<file path="src/lau_pkg.sv">
// ==============================
// shared types and widths for the sign normalizer
// import inside module bodies
// ==============================
`default_nettype none

package lau_pkg;

	// prefix network performance
	// SLOW is a serial ripple chain, FAST is log-depth Sklansky
	typedef enum logic [1:0] {
		SLOW = 2'd0,
		FAST = 2'd1
	} speed_e;

	// operand and result width
	localparam int DATA_W = 16;

	// shift count width, holds DATA_W-1
	localparam int SHIFT_W = 4;

	// speed handed down by the top level
	localparam speed_e SPEED = FAST;

endpackage

`default_nettype wire

</file>
<file path="src/lead_sign_det.sv">
// ==============================
// leading-sign detector, one-hot at the first bit
// below the sign that differs from it
// ==============================
`timescale 1ns/1ns
`default_nettype none

module lead_sign_det #(
	parameter int width = 8,
	parameter lau_pkg::speed_e speed = lau_pkg::FAST
) (
	input  logic [width-1:0] a,
	output logic [width-1:0] z
);

	import lau_pkg::*;

	// sign-equal marks, then their reversed forms
	logic [width-2:0] eq;
	logic [width-2:0] eq_rev;
	logic [width-2:0] run_rev;
	// run[i] set while bits width-2 down to i all equal the sign
	logic [width-2:0] run;

	// reject encodings outside speed_e and too-narrow words
	if (speed != SLOW && speed != FAST) begin : g_bad_speed
		$error("lead_sign_det: unsupported speed value");
	end
	if (width < 3) begin : g_bad_width
		$error("lead_sign_det: width must be at least 3");
	end

	for (genvar i = 0; i <= width - 2; i++) begin : g_eq
		assign eq[i] = ~(a[width-1] ^ a[i]);
		// flip so the prefix runs from the msb side
		assign eq_rev[i] = eq[width-2-i];
		assign run[i] = run_rev[width-2-i];
	end

	prefix_and #(
		.width(width - 1),
		.speed(speed)
	) u_prefix (
		.pi(eq_rev),
		.po(run_rev)
	);

	// sign position never flagged
	assign z[width-1] = 1'b0;
	assign z[width-2] = a[width-1] ^ a[width-2];

	// first mismatch: all above equal, this one differs
	for (genvar i = 0; i <= width - 3; i++) begin : g_z
		assign z[i] = run[i+1] & ~eq[i];
	end

endmodule

`default_nettype wire

</file>
<file path="src/norm_shifter.sv">
// ==============================
// stage 2, registered left barrel shift
// ==============================
`timescale 1ns/1ns
`default_nettype none

module norm_shifter (
	input  logic                        clk,
	input  logic                        rst,
	input  logic                        in_valid,
	input  logic [lau_pkg::DATA_W-1:0]  value,
	input  logic [lau_pkg::SHIFT_W-1:0] cnt,
	input  logic                        none,
	output logic                        out_valid,
	output logic [lau_pkg::DATA_W-1:0]  norm,
	output logic [lau_pkg::SHIFT_W-1:0] shift,
	output logic                        all_sign
);

	import lau_pkg::*;

	// stg[k] is value shifted by cnt[k-1:0]
	logic [DATA_W-1:0] stg [0:SHIFT_W];

	assign stg[0] = value;

	// one mux level per count bit
	for (genvar k = 0; k < SHIFT_W; k++) begin : g_lvl
		assign stg[k+1] = cnt[k] ? (stg[k] << (2 ** k)) : stg[k];
	end

	// valid bit
	always_ff @(posedge clk) begin
		if (rst) begin
			out_valid <= 1'b0;
		end else begin
			out_valid <= in_valid;
		end
	end

	// result word, count and flag
	always_ff @(posedge clk) begin
		if (in_valid) begin
			norm     <= stg[SHIFT_W];
			shift    <= cnt;
			all_sign <= none;
		end
	end

	// normalized result, top two bits differ
	a_norm_top: assert property (@(posedge clk) disable iff (rst)
		out_valid && !all_sign |-> norm[DATA_W-1] != norm[DATA_W-2])
	else $error("norm_shifter: result not normalized");

endmodule

`default_nettype wire

</file>
<file path="src/onehot_encode.sv">
// ==============================
// one-hot position to redundant-sign count
// ==============================
`timescale 1ns/1ns
`default_nettype none

module onehot_encode (
	input  logic [lau_pkg::DATA_W-1:0]  lsd,
	output logic [lau_pkg::SHIFT_W-1:0] cnt,
	output logic                        none
);

	import lau_pkg::*;

	// count for a hit at bit 0
	localparam logic [SHIFT_W-1:0] CNT_BASE = SHIFT_W'(DATA_W - 2);
	// count when only sign bits are present
	localparam logic [SHIFT_W-1:0] CNT_ALL = SHIFT_W'(DATA_W - 1);

	// bit index of the one-hot hit
	logic [SHIFT_W-1:0] pos;

	// or of indices, exact for a one-hot input
	always_comb begin
		pos = '0;
		for (int i = 0; i < DATA_W; i++) begin
			if (lsd[i]) begin
				pos = pos | SHIFT_W'(i);
			end
		end
	end

	// operand 0 or -1
	assign none = ~|lsd;

	// p = 14 maps to 0, p = 0 maps to 14
	always_comb begin
		if (none) begin
			cnt = CNT_ALL;
		end else begin
			cnt = CNT_BASE - pos;
		end
	end

endmodule

`default_nettype wire

</file>
<file path="src/prefix_and.sv">
// ==============================
// prefix-AND network, po[i] is the AND of pi[i:0]
// ==============================
`timescale 1ns/1ns
`default_nettype none

module prefix_and #(
	parameter int width = 8,
	parameter lau_pkg::speed_e speed = lau_pkg::FAST
) (
	input  logic [width-1:0] pi,
	output logic [width-1:0] po
);

	import lau_pkg::*;

	// number of Sklansky levels
	localparam int LEVELS = $clog2(width);

	if (speed == FAST) begin : g_fast
		// one vector per level, lvl[0] is the raw input
		logic [width-1:0] lvl [0:LEVELS];

		assign lvl[0] = pi;

		for (genvar l = 0; l < LEVELS; l++) begin : g_lvl
			for (genvar i = 0; i < width; i++) begin : g_bit
				// upper half of each 2^(l+1) block takes the top of the lower half
				if (((i >> l) & 1) == 1) begin : g_op
					assign lvl[l+1][i] = lvl[l][i] & lvl[l][((i >> l) << l) - 1];
				end else begin : g_pass
					assign lvl[l+1][i] = lvl[l][i];
				end
			end
		end

		assign po = lvl[LEVELS];
	end else begin : g_slow
		// ripple chain, depth grows with width
		assign po[0] = pi[0];

		for (genvar i = 1; i < width; i++) begin : g_chain
			assign po[i] = po[i-1] & pi[i];
		end
	end

endmodule

`default_nettype wire

</file>
<file path="src/sign_normalizer.sv">
// ==============================
// two-stage signed normalizer, top level
// strobe in, result 2 cycles later
// ==============================
`timescale 1ns/1ns
`default_nettype none

module sign_normalizer (
	input  logic                        clk,
	input  logic                        rst,
	input  logic                        in_valid,
	input  logic [lau_pkg::DATA_W-1:0]  operand,
	output logic                        out_valid,
	output logic [lau_pkg::DATA_W-1:0]  norm,
	output logic [lau_pkg::SHIFT_W-1:0] shift,
	output logic                        all_sign
);

	import lau_pkg::*;

	// stage 1 combinational results
	logic [DATA_W-1:0]  lsd;
	logic [SHIFT_W-1:0] cnt;
	logic               none;

	// stage 1 registers
	logic               s1_valid;
	logic [DATA_W-1:0]  s1_value;
	logic [SHIFT_W-1:0] s1_cnt;
	logic               s1_none;

	// detect first non-sign bit
	lead_sign_det #(
		.width(DATA_W),
		.speed(SPEED)
	) u_lsd (
		.a(operand),
		.z(lsd)
	);

	// position to count
	onehot_encode u_enc (
		.lsd(lsd),
		.cnt(cnt),
		.none(none)
	);

	// stage 1 valid
	always_ff @(posedge clk) begin
		if (rst) begin
			s1_valid <= 1'b0;
		end else begin
			s1_valid <= in_valid;
		end
	end

	// operand with its count, held for the shifter
	always_ff @(posedge clk) begin
		if (in_valid) begin
			s1_value <= operand;
			s1_cnt   <= cnt;
			s1_none  <= none;
		end
	end

	// stage 2
	norm_shifter u_shift (
		.clk(clk),
		.rst(rst),
		.in_valid(s1_valid),
		.value(s1_value),
		.cnt(s1_cnt),
		.none(s1_none),
		.out_valid(out_valid),
		.norm(norm),
		.shift(shift),
		.all_sign(all_sign)
	);

	// fixed two-cycle latency once reset has left both stages
	a_latency: assert property (@(posedge clk) disable iff (rst)
		!$past(rst, 1) && !$past(rst, 2) |-> out_valid == $past(in_valid, 2))
	else $error("sign_normalizer: out_valid not in_valid delayed by 2");

	// zero and -1 report the full count
	a_all_sign_cnt: assert property (@(posedge clk) disable iff (rst)
		out_valid && all_sign |-> shift == SHIFT_W'(DATA_W - 1))
	else $error("sign_normalizer: all_sign with short shift");

endmodule

`default_nettype wire

</file>
<file path="config.mk">
export PLATFORM = sky130hd
export DESIGN_NAME = sign_normalizer
export DESIGN_NICKNAME = d
export VERILOG_FILES = /design/src/lau_pkg.sv /design/src/lead_sign_det.sv /design/src/norm_shifter.sv /design/src/onehot_encode.sv /design/src/prefix_and.sv /design/src/sign_normalizer.sv
export SDC_FILE = /design/constraint.sdc
export NUM_CORES = 1
export LEC_CHECK = 0
export ABC_AREA = 1
export BUFFER_PORTS_ARGS = -buffer_cell sky130_fd_sc_hd__buf_2
export CAP_MARGIN = 0
export CORE_ASPECT_RATIO = 1.5
export CORE_MARGIN = 1.5
export CORE_UTILIZATION = 58
export DETAILED_ROUTE_END_ITERATION = 10
export PLACE_DENSITY = 0.85
export REMOVE_ABC_BUFFERS = 1
export SLEW_MARGIN = 20
export SYNTH_ARGS = -nofsm -noshare
export SYNTH_HDL_FRONTEND = slang
export SYNTH_SLANG_ARGS = --single-unit
</file>
<file path="constraint.sdc">
create_clock -name clk -period 4.5 [get_ports clk]
set_clock_uncertainty 0.1 [all_clocks]
set_input_delay 0.225 -clock clk [delete_from_list [all_inputs] [get_ports clk]]
set_output_delay 0.225 -clock clk [all_outputs]
set_load 0.005 [all_outputs]
</file>
==> impl_metrics.toml, run 1 <==
[sta]
rsz0062_at_grt = "false"
tightest_slew_ns = 0.875
setup_viol = 0
finalHoldViolCount = 0
post-route-period-util_pct = 48.7
fin_crit_ns = 2.19
final-max-slew-violation-count = 0
relSlewSlack_pct = 41.6
max_freq_ghz = 0.456
setup_tns_ns = 0

[flow_run]
cap_violations = 0

[global_route]
grt_util_all_layers_pct = 19.4
grt_pass1_vias = 1830
grt_max_degree = 24
antenna_found_initial = 0
grt_pass1_wl_microns = 7160
gr-total-overflow = 0

[setup_path]
worstSetupEndpointType = "register"
worstSetupStartpoint = "operand[15]"
crit_type = "input port to register"
path_max_fanout = 23
worstRegToRegCells = 5
r2r_slack_ns = 2.47
start_kind = "input port"
rr_endpoint = "u_shift.norm[15]"
crit_arrival_ns = 2.14
reg2reg_from = "s1_cnt[0]"
required_ns = 4.45

[clock_tree]
clock-sinks = 44
clk_pin_slew_ns = 0.07
cts-root-buf = "clkbuf_8"
cts_made_buffers = 5
htreeDepth = 2
cts_tree = "yes"
insertion_delay_ns = 0.29
clock_path_buffers = 2

[cells_and_area]
final_common_cell = "nand2_1"
layout_common_cells = "nand2_1 (124), edfxtp_1 (42), buf_2 (40)"
layout.nets = 368
stdcell_count = 394
fin_area_sq_um = 2820
num_antenna_cells = 0
drive_gt1_share_pct = 19.3
area_growth_syn_to_layout_pct = 11.7

[synthesis]
yosys_warnings = 0
syn-instance-count = 313
syn_area_per_cell_sq_um = 8.06
ys_seq_area_share_pct = 51.6
syn-cell-area_sq_um = 2520
synth_cell_types = 28
yosys_register_bits = 44

[route]
antenna_left = 0
drc_errors = 0
dr.pass1.iters = 4
drtIter0Drc = 43
vias_per_cell = 5.22
num_vias = 2056
routedWlPerCell_microns = 10.7
totalWireLength_microns = 4220

[pwr]
combPwrFrac_pct = 19.0
switchingPower_mw = 0.251
ir_worst_vdd_mv = 0.262
sw_frac_of_total_pct = 26.5
pwr-share-clk_pct = 26.2
sequentialPowerShare_pct = 54.8
power_density_nw_per_um2 = 336
p_int_mw = 0.696
total_leakage_power_nw = 1.30

[floorplan]
fp.dieW_microns = 56.9
ios = 41
floorplan.core_area_sq_um = 4210
die_area_sq_um = 4760
start_util_pct = 60.0
row_count = 29
dieHeight_microns = 83.8

[placed_design]
dp.cells = 386
finalWeightedCongestion = 0.887
dpl-instance-area_sq_um = 2710
dp_hpwl_microns = 3390
io_buffer_count = 40

[min_path]
worstHoldStart = "operand[3]"
whs_path_depth = 1
holdCritPathClass = "input port to register"
hold_end = "s1_value[3]"

[status]
status = "finished clean"
[final cells by class]
type / instances / area (sq um)
fillers: 350 / 1390
flip-flops and latches: 44 / 1300
multi-input cells: 227 / 1040
repair buffers: 41 / 210
inverters: 29 / 109
clock buffers: 7 / 96.3
well taps: 46 / 57.6
[power groups by stage]
| stage | sequential [mW] | combinational, mW | clock [mW] |
|---|---|---|---|
| global placement | 0.526 | 0.174 | 0 |
| global route | 0.524 | 0.209 | 0.268 |
| floorplan | 0.526 | 0.117 | 0 |
| detailed placement | 0.528 | 0.179 | 0 |
| finish | 0.519 | 0.180 | 0.249 |
| CTS | 0.519 | 0.179 | 0.252 |
[flip-flops by register name (all words and copies together), names as in the netlist]
signal             cells
s1_cnt                 4
u_shift.out_valid      1
s1_none                1
s1_value              16
u_shift.all_sign       1
u_shift.shift          4
s1_valid               1
u_shift.norm          16
[how the worst max path moves through the flow]
stage / end / slack [ns]
after CTS: s1_cnt[2] / 2.34
final: s1_cnt[2] / 2.31
after detailed placement: s1_cnt[2] / 2.03
after floorplan: s1_cnt[2] / 2.65
after global routing: s1_cnt[2] / 2.08
after global placement: s1_cnt[2] / 2.11
[cell families after synthesis]
group | synth area share (%)
AOI/OAI and AO/OA | 9.27
xor gates and xnor gates | 1.04
adders and majority gates | 0.496
buffers and inverters | 7.04
DFF | 51.6
muxes | 0.793
and+or+nand+nor | 29.8
[cell usage after synthesis]
library cell / number / share of area (%)
nand3b_1: 1 / 0.30
inv_1: 26 / 3.9
clkbuf_1: 6 / 0.89
edfxtp_1: 42 / 50
nor2_4: 2 / 0.89
o21ai_1: 3 / 0.59
mux2i_1: 2 / 0.79
o211ai_2: 1 / 0.50
xnor2_1: 1 / 0.35
nor2_1: 23 / 3.4
inv_2: 3 / 0.45
nand2_2: 4 / 0.99
nand2_1: 124 / 18
o21ai_0: 28 / 5.6
or2_2: 4 / 0.99
o21ai_2: 1 / 0.35
nand3_1: 14 / 2.8
ha_1: 1 / 0.50
dfxtp_1: 2 / 1.6
o211ai_1: 5 / 1.5
nand4_1: 2 / 0.50
a21oi_1: 4 / 0.79
buf_2: 4 / 0.79
xor2_1: 2 / 0.69
buf_4: 2 / 0.59
nand4_2: 1 / 0.50
buf_6: 1 / 0.45
nor2_2: 4 / 0.99
[per-stage QoR]
stage               power, mW  utilization (%)  worst slack [ns]  hold WS [ns]
finish                  0.948             67.0              2.31        0.0397
global route             1.00             67.0              2.08        0.0344
global placement        0.700             64.4              2.11         0.302
floorplan               0.643                -              2.65         0.196
CTS                     0.951             66.7              2.34       0.00118
detailed placement      0.707             64.4              2.03         0.309
[per-layer routing]
layer  global-route usage (%)  vias up  routed length (microns)  share of wire [%]
met1                     16.8      897                     1510                 36
met2                     37.3       54                     2340                 55
met5                        0        -                        0                  0
met3                     4.19       20                      140                3.3
met4                     13.1        0                      234                5.5
li1                         -     1085                        -                  -
[critical path, stage by stage]
cell,delay (ns)
buf_2,0.36
inv_2,0.23
or2_2,0.32
nand2_1,0.13
inv_1,0.05
nand3_1,0.09
nor2_2,0.04
nand2_1,0.05
nand3_1,0.06
nor2_1,0.14
inv_1,0.06
ha_1,0.19
inv_1,0.05
nand2_1,0.05
nand2_1,0.05
nand2_1,0.05
[repair_timing]
| action | 4_1_cts | 5_1_grt |
|---|---|---|
| resized for setup | 0 | 0 |
| setup buffers | 0 | 0 |
| hold buffers | 0 | 1 |
| endpoints found under the hold margin | 0 | 1 |
(Power assumes the default switching activity.)
==> inputs of run 2 (changes only) <==
--- a/config.mk
+++ b/config.mk
@@ -10,9 +10,9 @@
 export CAP_MARGIN = 0
 export CORE_ASPECT_RATIO = 1.5
 export CORE_MARGIN = 1.5
-export CORE_UTILIZATION = 58
+export CORE_UTILIZATION = 51
 export DETAILED_ROUTE_END_ITERATION = 10
-export PLACE_DENSITY = 0.85
+export PLACE_DENSITY = 0.79
 export REMOVE_ABC_BUFFERS = 1
 export SLEW_MARGIN = 20
 export SYNTH_ARGS = -nofsm -noshare
==> constraint.sdc (replaced) <==
create_clock -name clk -period 1.9 [get_ports clk]
set_clock_uncertainty 0.1 [all_clocks]
set_input_delay 0.095 -clock clk [delete_from_list [all_inputs] [get_ports clk]]
set_output_delay 0.095 -clock clk [all_outputs]
set_load 0.005 [all_outputs]
==> impl_metrics.toml, run 2 (same netlist as run 1, synthesis figures left out) <==
[cells_and_area]
top_regs = "s1_value: 16 flops, u_shift.norm: 16 flops"
layout_common_cells = "nand2_1 (124), edfxtp_1 (42), buf_2 (39)"
drive_gt1_share_pct = 24.3
final_util_pct = 66.9
layout.nets = 406
stdcell_count = 453
num_antenna_cells = 0
final_common_cell = "nand2_1"
area_growth_syn_to_layout_pct = 27.4

[setup_path]
path_cells = "dlygate4sd3_1 -> xor2_2 -> inv_1 -> nand3_2 -> nor2_2 -> nand2_1 -> nand3_1 -> nor2_2 -> inv_1 -> ha_1 -> inv_1 -> nand2_1 -> nand2_1 -> nand2_1"
slowest_stage = "dlygate4sd3_1"
r2r_slack_ns = 0.14
start_kind = "input port"
cpMostUsedCell = "nand2_1"
path_max_fanout = 2
worstSetupEndpointType = "register"
worstRegToRegCells = 5
required_ns = 1.85
crit_arrival_ns = 1.76
cpPeakStageDelay_ns = 0.59
crit_type = "input port to register"

[global_route]
grt.met2_usage_pct = 40.4
use_met1_pct = 16.9
busiest_layer = "met2"
grt_util_all_layers_pct = 20.4
grt_max_degree = 23
antenna_found_initial = 0
gr-total-overflow = 0
grt_pass1_wl_microns = 8200
grt_pass1_vias = 2118
gr-usage-met3_pct = 3.91

[route]
totalWireLength_microns = 4930
drtIter0Drc = 47
vias_per_cell = 4.96
drc_errors = 0
antenna_left = 0
dr.pass1.iters = 4
num_vias = 2247
routedWlPerCell_microns = 10.9

[min_path]
whs_path_depth = 3
holdCritPathClass = "input port to register"

[floorplan]
floorplan.core_area_sq_um = 4810
die_area_sq_um = 5390
start_util_pct = 52.5
fp.dieW_microns = 60.4
ios = 41
dieHeight_microns = 89.2
row_count = 31

[clock_tree]
clock-sinks = 44
cts_tree = "yes"
cts-root-buf = "clkbuf_8"
htreeDepth = 2
clock_path_buffers = 2
insertion_delay_ns = 0.29
cts_made_buffers = 5
clk_pin_slew_ns = 0.08

[sta]
max_freq_ghz = 0.552
fin_crit_ns = 1.81
post-route-period-util_pct = 95.4
tightest_slew_ns = 0.439
relSlewSlack_pct = 70.7
finalHoldViolCount = 0
final-max-slew-violation-count = 0
setup_viol = 0
setup_tns_ns = 0

[placed_design]
dp.cells = 429
io_buffer_count = 40
finalWeightedCongestion = 0.939
dp_hpwl_microns = 3790

[status]
status = "finished clean"

[pwr]
total_leakage_power_nw = 1.49
ir_worst_vdd_mv = 0.372
power_density_nw_per_um2 = 776

[flow_run]
cap_violations = 0
## run 2: cell types whose count changed in the layout (fill, tap and decap cells not counted)
| cell | before | now |
|---|---|---|
| buf_2 | 40 | 39 |
| buf_4 | 0 | 24 |
| bufinv_16 | 0 | 1 |
| clkinv_2 | 0 | 1 |
| dlygate4sd3_1 | 1 | 16 |
| inv_2 | 3 | 2 |
| nand3_1 | 14 | 13 |
| nand3_2 | 0 | 1 |
| nor2_1 | 23 | 22 |
| nor2_2 | 4 | 5 |
| xor2_1 | 2 | 1 |
| xor2_2 | 0 | 1 |
## run 2: what timing repair did
item                                    in CTS  in global routing
endpoints found under the hold margin       17                  0
setup buffers                                0                  1
hold buffers                                16                  0
resized for setup                            0                  4
endpoints found under the setup margin       0                  2
## run 2: stage by stage
stage | total power, mW | instance area, sq um | hold WS [ns] | worst slack (ns)
after CTS | 2.49 | 3200 | 0.130 | 0.00244
after detailed placement | 1.72 | 2910 | 0.169 | -0.118
after floorplan | 1.52 | 2450 | 0.0662 | 0.163
after global placement | 1.71 | 2910 | 0.166 | -0.0237
after global routing | 2.62 | 3220 | 0.174 | -0.0100
final | 2.50 | 3220 | 0.121 | 0.0868
## run 2: final cells by class
type                    instances  area [sq um]
fillers                       415          1590
flip-flops and latches         44          1300
multi-input cells             227          1060
repair buffers                 79           536
inverters                      29           110
clock buffers                   7          96.3
well taps                      66          82.6
clock inverters                 1          30.0
## run 2: worst max-delay path: cells and delay by family
kind                       cells  cell delay [ns]
buffers and inverters          4             0.77
and+or+nand+nor                8             0.52
xor gates and xnor gates       1             0.19
adders and majority gates      1             0.19
## run 2: path summary, 6_finish.rpt
kind                                  from                to
worst max-delay path            operand[2]         s1_cnt[2]
worst min-delay path              in_valid          s1_valid
worst max register to register   s1_cnt[0]  u_shift.norm[15]
worst min register to register     s1_none  u_shift.all_sign
## run 2: routing by layer
metal,vias to the layer above,share of wire (%)
li1,1158,-
met2,61,57
met1,1003,34
met3,25,3.3
met4,0,5.2
met5,-,0
## run 2: where the power goes
| group | internal [mW] | switching, mW |
|---|---|---|
| Combinational | 0.220 | 0.324 |
| Clock | 0.463 | 0.295 |
| Sequential | 1.16 | 0.0286 |
